## src/core_macros.svh

```systemverilog
// core-wide constants; reset vector and memory width assume a 32-bit bus of 4 byte lanes
`ifndef CORE_MACROS_SVH
`define CORE_MACROS_SVH

// pc value while and after reset
`define CORE_RESET_VECTOR 32'h80000000

// architectural register count, x0 included
`define CORE_NUM_REGS 32

// byte strobes per data word
`define CORE_WSTRB_W 4

`endif

```

## src/ctrl_pkg.sv

```systemverilog
// control word types; encodings mirror the option word of the earlier core, no sub or branch ops
`include "core_macros.svh"

package ctrl_pkg;

    // alu operand pair
    typedef enum logic [1:0] {
        src_none    = 2'b00,
        src_pc_imm  = 2'b01,
        src_rs1_rs2 = 2'b10,
        src_rs1_imm = 2'b11
    } alu_src_e;

    // alu operation, link is pc + 4
    typedef enum logic [2:0] {
        alu_none  = 3'b000,
        alu_add   = 3'b001,
        alu_and   = 3'b010,
        alu_or    = 3'b011,
        alu_xor   = 3'b100,
        alu_shift = 3'b101,
        alu_link  = 3'b110
    } alu_op_e;

    // next pc source
    typedef enum logic [1:0] {
        pc_none    = 2'b00,
        pc_seq     = 2'b01,
        pc_pc_imm  = 2'b10,
        pc_rs1_imm = 2'b11
    } pc_sel_e;

    // memory access, bit 2 marks a load
    typedef enum logic [2:0] {
        mem_none = 3'b000,
        mem_sb   = 3'b001,
        mem_sh   = 3'b010,
        mem_sw   = 3'b011,
        mem_lb   = 3'b101,
        mem_lh   = 3'b110,
        mem_lw   = 3'b111
    } mem_op_e;

    // decoded control word
    typedef struct packed {
        logic     reg_wen;
        // [1] rs2, [0] rs1
        logic [1:0] rs_ren;
        alu_src_e alu_src;
        alu_op_e  alu_op;
        pc_sel_e  pc_sel;
        mem_op_e  mem_op;
        logic     shift_right;
        // zero-extend on loads, logical fill on right shifts
        logic     unsigned_en;
    } ctrl_t;

    // byte strobes of one data word
    typedef logic [`CORE_WSTRB_W-1:0] wstrb_t;

endpackage

```

## src/isa_pkg.sv

```systemverilog
// instruction-level types for the rv32 subset; only the eight supported major opcodes are named
package isa_pkg;

    // data and address word
    typedef logic [31:0] word_t;

    // register index
    typedef logic [4:0] reg_idx_t;

    // minor opcode field
    typedef logic [2:0] funct3_t;

    // major opcodes of the supported groups
    typedef enum logic [6:0] {
        opc_lui    = 7'b0110111,
        opc_auipc  = 7'b0010111,
        opc_jal    = 7'b1101111,
        opc_jalr   = 7'b1100111,
        opc_op_imm = 7'b0010011,
        opc_op     = 7'b0110011,
        opc_load   = 7'b0000011,
        opc_store  = 7'b0100011
    } opcode_e;

    // arithmetic funct3 values, shared by op and op_imm
    localparam funct3_t f3_add = 3'b000;
    localparam funct3_t f3_sll = 3'b001;
    localparam funct3_t f3_xor = 3'b100;
    localparam funct3_t f3_sr  = 3'b101;
    localparam funct3_t f3_or  = 3'b110;
    localparam funct3_t f3_and = 3'b111;

endpackage

```

## src/alu.sv

```systemverilog
// combinational alu of the subset; no subtract or compare, shift amount is the low five bits
`timescale 1ns/1ps

module alu import isa_pkg::*; import ctrl_pkg::*; (
    input  ctrl_t ctrl,
    input  word_t pc,
    input  word_t rs1_data,
    input  word_t rs2_data,
    input  word_t imm,
    output word_t result
);

    word_t      op_a;
    word_t      op_b;
    word_t      rs1_val;
    word_t      rs2_val;
    logic [4:0] shamt;

    // unread registers count as zero, lui relies on this
    assign rs1_val = ctrl.rs_ren[0] ? rs1_data : '0;
    assign rs2_val = ctrl.rs_ren[1] ? rs2_data : '0;

    always_comb begin
        case (ctrl.alu_src)
            src_pc_imm:  begin op_a = pc;      op_b = imm;     end
            src_rs1_rs2: begin op_a = rs1_val; op_b = rs2_val; end
            src_rs1_imm: begin op_a = rs1_val; op_b = imm;     end
            default:     begin op_a = '0;      op_b = '0;      end
        endcase
    end

    assign shamt = op_b[4:0];

    always_comb begin
        case (ctrl.alu_op)
            alu_add: result = op_a + op_b;
            alu_and: result = op_a & op_b;
            alu_or:  result = op_a | op_b;
            alu_xor: result = op_a ^ op_b;
            alu_shift: begin
                // right shifts fill with sign unless unsigned
                if (!ctrl.shift_right) begin
                    result = op_a << shamt;
                end else if (ctrl.unsigned_en) begin
                    result = op_a >> shamt;
                end else begin
                    result = word_t'($signed(op_a) >>> shamt);
                end
            end
            // return address
            alu_link: result = pc + 32'd4;
            default:  result = '0;
        endcase
    end

endmodule

```

## src/core_top.sv

```systemverilog
// single-cycle rv32 subset core; memories answer combinationally, no stalls or back-pressure
`timescale 1ns/1ps

module core_top import isa_pkg::*; import ctrl_pkg::*; (
    input  logic     clk,
    input  logic     rst_n,
    output word_t    imem_addr,
    input  word_t    imem_rdata,
    output word_t    dmem_addr,
    output word_t    dmem_wdata,
    output wstrb_t   dmem_wstrb,
    input  word_t    dmem_rdata,
    output logic     wb_en,
    output reg_idx_t wb_rd,
    output word_t    wb_data
);

    word_t    pc;
    reg_idx_t rs1;
    reg_idx_t rs2;
    reg_idx_t rd;
    word_t    imm;
    ctrl_t    ctrl;
    word_t    rs1_data;
    word_t    rs2_data;
    word_t    alu_result;

    // fetch at the current pc
    assign imem_addr = pc;

    // writeback trace matches the register file write port
    assign wb_en = ctrl.reg_wen;
    assign wb_rd = rd;

    decoder u_decoder (
        .inst (imem_rdata),
        .rs1  (rs1),
        .rs2  (rs2),
        .rd   (rd),
        .imm  (imm),
        .ctrl (ctrl)
    );

    reg_file u_reg_file (
        .clk    (clk),
        .waddr  (rd),
        .wen    (wb_en),
        .wdata  (wb_data),
        .raddr1 (rs1),
        .raddr2 (rs2),
        .rdata1 (rs1_data),
        .rdata2 (rs2_data)
    );

    alu u_alu (
        .ctrl     (ctrl),
        .pc       (pc),
        .rs1_data (rs1_data),
        .rs2_data (rs2_data),
        .imm      (imm),
        .result   (alu_result)
    );

    // load and store address is the alu sum
    lsu u_lsu (
        .ctrl       (ctrl),
        .addr       (alu_result),
        .rs2_data   (rs2_data),
        .alu_result (alu_result),
        .dmem_rdata (dmem_rdata),
        .dmem_addr  (dmem_addr),
        .dmem_wdata (dmem_wdata),
        .dmem_wstrb (dmem_wstrb),
        .wb_data    (wb_data)
    );

    pc_unit u_pc_unit (
        .clk      (clk),
        .rst_n    (rst_n),
        .pc_sel   (ctrl.pc_sel),
        .imm      (imm),
        .rs1_data (rs1_data),
        .pc       (pc)
    );

endmodule

```

## src/decoder.sv

```systemverilog
// rv32 subset decode; sub, slt and every other encoding come out as a pc + 4 no-op
`timescale 1ns/1ps

module decoder import isa_pkg::*; import ctrl_pkg::*; (
    input  word_t    inst,
    output reg_idx_t rs1,
    output reg_idx_t rs2,
    output reg_idx_t rd,
    output word_t    imm,
    output ctrl_t    ctrl
);

    // sequential no-op, all enables low
    localparam ctrl_t ctrl_nop = '{
        reg_wen: 1'b0, rs_ren: 2'b00, alu_src: src_none, alu_op: alu_none,
        pc_sel: pc_seq, mem_op: mem_none, shift_right: 1'b0, unsigned_en: 1'b0
    };

    opcode_e    opcode;
    funct3_t    funct3;
    logic [6:0] funct7;
    word_t      i_imm;
    word_t      s_imm;
    word_t      u_imm;
    word_t      j_imm;
    word_t      shamt;
    alu_op_e    arith_op;
    logic       shift_f7_ok;

    assign opcode = opcode_e'(inst[6:0]);
    assign funct3 = inst[14:12];
    assign funct7 = inst[31:25];
    assign rd     = inst[11:7];
    assign rs1    = inst[19:15];
    assign rs2    = inst[24:20];

    // immediate formats
    assign i_imm = {{20{inst[31]}}, inst[31:20]};
    assign s_imm = {{20{inst[31]}}, inst[31:25], inst[11:7]};
    assign u_imm = {inst[31:12], 12'b0};
    assign j_imm = {{12{inst[31]}}, inst[19:12], inst[20], inst[30:21], 1'b0};
    assign shamt = {27'b0, inst[24:20]};

    // funct7 is zero except for the arithmetic right shift
    assign shift_f7_ok = (funct7 == 7'b0000000) ||
                         (funct7 == 7'b0100000 && funct3 == f3_sr);

    // alu op shared by op and op_imm
    always_comb begin
        case (funct3)
            f3_add:        arith_op = alu_add;
            f3_and:        arith_op = alu_and;
            f3_or:         arith_op = alu_or;
            f3_xor:        arith_op = alu_xor;
            f3_sll, f3_sr: arith_op = alu_shift;
            default:       arith_op = alu_none;
        endcase
    end

    always_comb begin
        ctrl = ctrl_nop;
        imm  = '0;
        case (opcode)
            opc_lui: begin
                // rs1 read disabled, so the sum is the immediate alone
                ctrl.reg_wen = 1'b1;
                ctrl.alu_src = src_rs1_imm;
                ctrl.alu_op  = alu_add;
                imm          = u_imm;
            end
            opc_auipc: begin
                ctrl.reg_wen = 1'b1;
                ctrl.alu_src = src_pc_imm;
                ctrl.alu_op  = alu_add;
                imm          = u_imm;
            end
            opc_jal: begin
                ctrl.reg_wen = 1'b1;
                ctrl.alu_op  = alu_link;
                ctrl.pc_sel  = pc_pc_imm;
                imm          = j_imm;
            end
            opc_jalr: begin
                if (funct3 == 3'b000) begin
                    ctrl.reg_wen = 1'b1;
                    ctrl.rs_ren  = 2'b01;
                    ctrl.alu_op  = alu_link;
                    ctrl.pc_sel  = pc_rs1_imm;
                    imm          = i_imm;
                end
            end
            opc_op_imm, opc_op: begin
                // immediate shifts take the same funct7 rule as register shifts
                if (arith_op != alu_none && (opcode == opc_op || arith_op != alu_shift ||
                                             shift_f7_ok) &&
                    (opcode == opc_op_imm || shift_f7_ok)) begin
                    ctrl.reg_wen     = 1'b1;
                    ctrl.rs_ren      = (opcode == opc_op) ? 2'b11 : 2'b01;
                    ctrl.alu_src     = (opcode == opc_op) ? src_rs1_rs2 : src_rs1_imm;
                    ctrl.alu_op      = arith_op;
                    ctrl.shift_right = (funct3 == f3_sr);
                    ctrl.unsigned_en = (funct3 == f3_sr) && !funct7[5];
                    imm              = (arith_op == alu_shift) ? shamt : i_imm;
                end
            end
            opc_load: begin
                // lb lh lw lbu lhu, bit 2 of funct3 is zero-extension
                if (funct3 != 3'b011 && funct3[2:1] != 2'b11) begin
                    ctrl.reg_wen     = 1'b1;
                    ctrl.rs_ren      = 2'b01;
                    ctrl.alu_src     = src_rs1_imm;
                    ctrl.alu_op      = alu_add;
                    ctrl.mem_op      = mem_op_e'({1'b1, funct3[1:0] + 2'b01});
                    ctrl.unsigned_en = funct3[2];
                    imm              = i_imm;
                end
            end
            opc_store: begin
                if (funct3[2] == 1'b0 && funct3[1:0] != 2'b11) begin
                    ctrl.rs_ren  = 2'b11;
                    ctrl.alu_src = src_rs1_imm;
                    ctrl.alu_op  = alu_add;
                    ctrl.mem_op  = mem_op_e'({1'b0, funct3[1:0] + 2'b01});
                    imm          = s_imm;
                end
            end
            default: begin
                ctrl = ctrl_nop;
            end
        endcase
    end

endmodule

```

## src/lsu.sv

```systemverilog
// load/store lanes; accesses are assumed naturally aligned, misaligned ones are not detected
`timescale 1ns/1ps

module lsu import isa_pkg::*; import ctrl_pkg::*; (
    input  ctrl_t  ctrl,
    input  word_t  addr,
    input  word_t  rs2_data,
    input  word_t  alu_result,
    input  word_t  dmem_rdata,
    output word_t  dmem_addr,
    output word_t  dmem_wdata,
    output wstrb_t dmem_wstrb,
    output word_t  wb_data
);

    logic [1:0] lane;
    logic [4:0] lane_shift;
    word_t      load_word;
    logic       sext;

    // word address, byte lane from the low bits
    assign dmem_addr  = {addr[31:2], 2'b00};
    assign lane       = addr[1:0];
    assign lane_shift = {lane, 3'b000};

    // store strobes and data moved into the lane
    always_comb begin
        dmem_wstrb = '0;
        dmem_wdata = '0;
        case (ctrl.mem_op)
            mem_sb: begin
                dmem_wstrb = wstrb_t'(4'b0001 << lane);
                dmem_wdata = rs2_data << lane_shift;
            end
            mem_sh: begin
                dmem_wstrb = wstrb_t'(4'b0011 << lane);
                dmem_wdata = rs2_data << lane_shift;
            end
            mem_sw: begin
                dmem_wstrb = '1;
                dmem_wdata = rs2_data;
            end
            default: ;
        endcase
    end

    // addressed byte or half moved down to bit 0
    assign load_word = dmem_rdata >> lane_shift;
    assign sext      = !ctrl.unsigned_en;

    always_comb begin
        case (ctrl.mem_op)
            mem_lb:  wb_data = {{24{sext & load_word[7]}}, load_word[7:0]};
            mem_lh:  wb_data = {{16{sext & load_word[15]}}, load_word[15:0]};
            mem_lw:  wb_data = dmem_rdata;
            default: wb_data = alu_result;
        endcase
    end

endmodule

```

## src/pc_unit.sv

```systemverilog
// program counter; no traps or alignment checks, jalr target has bit 0 cleared only
`timescale 1ns/1ps
`include "core_macros.svh"

module pc_unit import isa_pkg::*; import ctrl_pkg::*; (
    input  logic    clk,
    input  logic    rst_n,
    input  pc_sel_e pc_sel,
    input  word_t   imm,
    input  word_t   rs1_data,
    output word_t   pc
);

    word_t next_pc;
    word_t rs1_target;

    assign rs1_target = rs1_data + imm;

    // none also falls through to pc + 4
    always_comb begin
        case (pc_sel)
            pc_pc_imm:  next_pc = pc + imm;
            pc_rs1_imm: next_pc = {rs1_target[31:1], 1'b0};
            default:    next_pc = pc + 32'd4;
        endcase
    end

    always_ff @(posedge clk or negedge rst_n) begin
        if (!rst_n) begin
            pc <= `CORE_RESET_VECTOR;
        end else begin
            pc <= next_pc;
        end
    end

endmodule

```

## src/reg_file.sv

```systemverilog
// integer register file; reads are combinational, writes land at the rising edge, no reset
`timescale 1ns/1ps
`include "core_macros.svh"

module reg_file import isa_pkg::*; (
    input  logic     clk,
    input  reg_idx_t waddr,
    input  logic     wen,
    input  word_t    wdata,
    input  reg_idx_t raddr1,
    input  reg_idx_t raddr2,
    output word_t    rdata1,
    output word_t    rdata2
);

    word_t regs [`CORE_NUM_REGS];

    // x0 never written
    always_ff @(posedge clk) begin
        if (wen && waddr != '0) begin
            regs[waddr] <= wdata;
        end
    end

    // x0 reads as zero whatever the array holds
    assign rdata1 = (raddr1 == '0) ? '0 : regs[raddr1];
    assign rdata2 = (raddr2 == '0) ? '0 : regs[raddr2];

endmodule

```

## config.mk

```make
export PLATFORM = sky130hd
export DESIGN_NAME = core_top
export DESIGN_NICKNAME = d
export VERILOG_FILES = /design/src/ctrl_pkg.sv /design/src/isa_pkg.sv /design/src/alu.sv /design/src/core_top.sv /design/src/decoder.sv /design/src/lsu.sv /design/src/pc_unit.sv /design/src/reg_file.sv
export VERILOG_INCLUDE_DIRS = /design/src /design/src/src
export SDC_FILE = /design/constraint.sdc
export NUM_CORES = 2
export LEC_CHECK = 0
export BUFFER_PORTS_ARGS = -buffer_cell sky130_fd_sc_hd__clkbuf_2
export CAP_MARGIN = 30
export CORE_MARGIN = 1
export CORE_UTILIZATION = 45
export DETAILED_ROUTE_END_ITERATION = 16
export MAX_ROUTING_LAYER = met4
export SETUP_SLACK_MARGIN = 0.05
export SYNTH_ARGS = -nofsm -noshare
export SYNTH_HDL_FRONTEND = slang
export SYNTH_SLANG_ARGS = --single-unit
```

## constraint.sdc

```tcl
create_clock -name clk -period 8.4 [get_ports clk]
set_input_delay 0.42 -clock clk [delete_from_list [all_inputs] [get_ports clk]]
set_output_delay 0.42 -clock clk [all_outputs]
set_load 0.01 [all_outputs]
```

==> impl_metrics.py <==
metrics = {
    "run_status": {
        "outcome": "finished, final reports clean",
    },
    "clock_tree": {
        "numCtsBuffers": 112,
        "cts_max_level": 3,
        "clk-insertion-delay-late_ns": 0.75,
        "clk_pin_slew_worst_paths_ns": 0.06,
        "cts.sinks": 1056,
        "postCtsSetupBuffers": 0,
        "cts_tree": "built",
        "clock_path_buffers": 3,
        "cts-root-buf": "clkbuf_16",
    },
    "power": {
        "power_density_mw_per_mm2": 171,
        "leakagePower_nw": 27.1,
        "total_power_mw": 12.1,
        "peakVddDrop_mv": 0.163,
    },
    "layout": {
        "drive_above_1_share_pct": 25.0,
        "nNetsFinal": 5090,
        "final-seq-area_mm2": 0.0316,
        "final.fill_count": 11608,
        "multiInputGateArea_mm2": 0.0294,
        "syn_to_final_growth_pct": 13.3,
    },
    "timing": {
        "fin_hold_ws_ns": 0.267,
        "slew_headroom_pct": 29.0,
        "fin_crit_sh_pct": 94.5,
        "rsz0062_at_grt": "false",
        "tightest_slew_ns": 1.06,
        "fin_crit_ns": 7.94,
        "fmaxAchievable_ghz": 0.126,
        "setup_viol": 0,
        "hold_viol": 0,
        "slew_viol_final": 0,
        "clock-skew-final_ns": 0.0555,
        "setup-tns-final_ns": 0,
    },
    "synth": {
        "ys_types": 103,
        "yosysTopAreaCell": "edfxtp_1",
        "synth_flop_cell": "edfxtp_1",
        "ys_ff_latch": 1056,
        "synthArstFlopShare_pct": 3.03,
        "syn_area_mm2": 0.0624,
        "syn_inst": 4591,
        "netlist_top_cells_area": "edfxtp_1 49%, mux4_2 16%, mux2i_1 7.3%",
        "yosysWarnings": 0,
        "netlist.area_leader.share_pct": 49.3,
        "ys_seq_area_share_pct": 50.6,
        "yosysMostFrequentCell": "edfxtp_1",
        "syn_area_per_cell_um2": 13.6,
        "synth_common_cells": "1,024 x edfxtp_1, 457 x mux2i_1, 436 x mux4_2",
        "synth_edf_count": 1024,
    },
    "drt": {
        "vias": 47557,
        "routed_via_density": 7.01,
        "totalWireLength_um": 254000,
        "drt-wirelength-per-cell_um": 37.5,
        "postRouteAntennaNets": 0,
        "dr.pass1.iters": 6,
        "first_iter_violations": 6942,
        "remaining_drc_errors": 0,
    },
    "critical_path": {
        "worst_path_dominant_cell_family": "compound AO/OA/AOI/OAI gates",
        "critPathLaunchType": "primary input",
        "cp_cell_sequence": "buf_4, buf_4, nor2b_4, buf_4, nand2_1, o22ai_1, nor4_1, buf_4, a22oi_1, ha_1, nor3_1, nor2_1, a21boi_0, a41oi_1, o211ai_1, a31oi_1, o21ai_0, a41o_1, a211oi_1, xor2_1, o221ai_1, o22a_1, clkbuf_2",
        "end_kind": "output port",
        "crit_required_ns": 7.98,
        "critical-path-slowest-cell": "nor4_1",
        "path_buf_inv": 5,
        "cp_common_cell": "buf_4",
        "slowest_delay_ns": 0.79,
        "path_class": "primary input to output port",
        "cp_max_fo": 17,
        "crit_arrival_ns": 7.52,
    },
    "grt": {
        "first_global_vias": 45602,
        "grt_max_degree": 80,
        "grt.total_usage_pct": 37.0,
        "grt_pass1_wl_um": 355000,
        "grt_overflow_total": 0,
        "antenna_found_initial": 6,
    },
    "die": {
        "rows": 136,
        "start_util_pct": 45.4,
        "die_h_um": 374,
        "die_x_um": 374,
        "core_area_mm2": 0.137,
        "die_area_mm2": 0.140,
        "io_pins": 204,
    },
    "placed_design": {
        "dp_hpwl_um": 179000,
        "place_congestion": 1.08,
        "port_buffers": 201,
    },
    "job": {
        "drv_cap": 0,
    },
    "hold_path": {
        "hold_class": "primary input to async pin",
    },
}
repair_timing:
item	in CTS	in global routing
gates resized for setup	0	0
hold buffers	1	0
hold endpoints to repair	31	0
setup endpoints to repair	0	0
worst reg2reg max path, cell delays in order (launching register included):
cell and delay (ns):
edfxtp_1 0.41, mux4_2 0.49, mux2_2 0.31, a21oi_1 0.16, nand3_1 0.27, a22oi_1 0.32, inv_1 0.15, ha_1 0.26
fa_1 0.44, a21o_1 0.17, a21o_1 0.19, nand2_1 0.11, a21boi_0 0.18, a41oi_1 0.40, o211ai_1 0.24, a31oi_1 0.33
o21ai_0 0.26, a41o_1 0.34, a211oi_1 0.27, xor2_1 0.12, o221ai_1 0.34, o22a_1 0.57, buf_4 0.40
sequential cells by signal, summed over array words and instances (netlist names):
| signal | cells |
|---|---|
| u_pc_unit.pc | 32 |
| u_reg_file.regs | 1024 |
power by group:
group | leakage [nW] | internal [mW] | switching, mW
Sequential | 11.5 | 5.75 | 0.139
Combinational | 13.9 | 0.523 | 0.849
Clock | 1.72 | 2.71 | 2.13
final cells by class:
type | count | share of cell area [%]
Timing Repair Buffer | 484 | 4.92
Multi-Input combinational cell | 3124 | 41.6
Clock buffer | 130 | 4.09
Inverter | 112 | 0.600
Tap cell | 1794 | 3.17
Sequential cell | 1056 | 44.6
Clock inverter | 75 | 0.956
Antenna cell | 8 | 0.0283
stage by stage:
stage	setup slack, ns	std cells	utilization (%)	cell area, µm²
3_3_place_gp	0.690	6555	48.6	66800
3_5_place_dp	0.673	6568	48.8	67100
2_1_floorplan	0.665	4624	-	62500
4_1_cts	0.643	6774	51.4	70700
6_report	0.460	6783	51.4	70700
5_1_grt	0.111	6782	51.4	70700
path summary, 6_finish.rpt:
| check | startpoint | to | slack (ns) | cells past startpoint |
|---|---|---|---|---|
| worst max-delay path | imem_rdata[15] | wb_data[28] | 0.46 | 23 |
| worst min-delay path | rst_n | u_pc_unit.pc[0] | 0.27 | 3 |
| worst max register to register | u_reg_file.regs[14][0] | u_reg_file.regs[0][28] | 1.46 | 22 |
| worst min register to register | u_pc_unit.pc[0] | u_pc_unit.pc[0] | 0.70 | 1 |
| max in group asynchronous | rst_n | u_pc_unit.pc[20] | 7.65 | 3 |
| min in group clk | imem_rdata[3] | u_pc_unit.pc[4] | 0.34 | 4 |
metal layers:
metal	vias to the layer above	global-route usage [%]	share of wire, %
li1	19148	-	-
met1	24378	48.0	38
met2	3402	54.4	44
met3	629	8.00	11
met4	0	19.9	6.4
met5	-	-	0
placed cells by master (no fill, tap or decap), types with 18 or more instances in the layout:
cell,count
and2_1,52
mux2i_1,457
o21ai_0,123
nor2b_1,25
o221ai_1,31
o22a_1,24
mux4_2,436
inv_1,106
edfxtp_1,1024
nand2b_1,31
xnor2_1,61
nand2_1,255
nand3_1,140
o211ai_1,39
clkinv_2,21
clkbuf_16,113
and3_1,39
buf_4,261
nand4_1,41
dfrtp_1,31
nor3_1,40
nor2_1,194
a31oi_1,22
xor2_1,41
mux2_2,57
ha_1,131
o22ai_1,82
a22oi_1,186
a21oi_1,185
conb_1,34
buf_12,21
clkinv_1,28
nor2_4,34
a221oi_1,18
a211oi_1,51
clkbuf_2,195
a21o_1,45
kinds of logic after synthesis:
logic type / count (synthesis) / share of synthesized area, %
other: 1 / 0.00601
and+or+nand+nor: 935 / 7.17
adders and majority gates: 134 / 2.72
xor gates and xnor gates: 102 / 1.43
DFF: 1056 / 50.6
buffers and inverters: 444 / 3.18
muxes: 951 / 24.1
AOI/OAI and AO/OA: 968 / 10.8
Note: power is estimated with default switching activity, not from simulation.
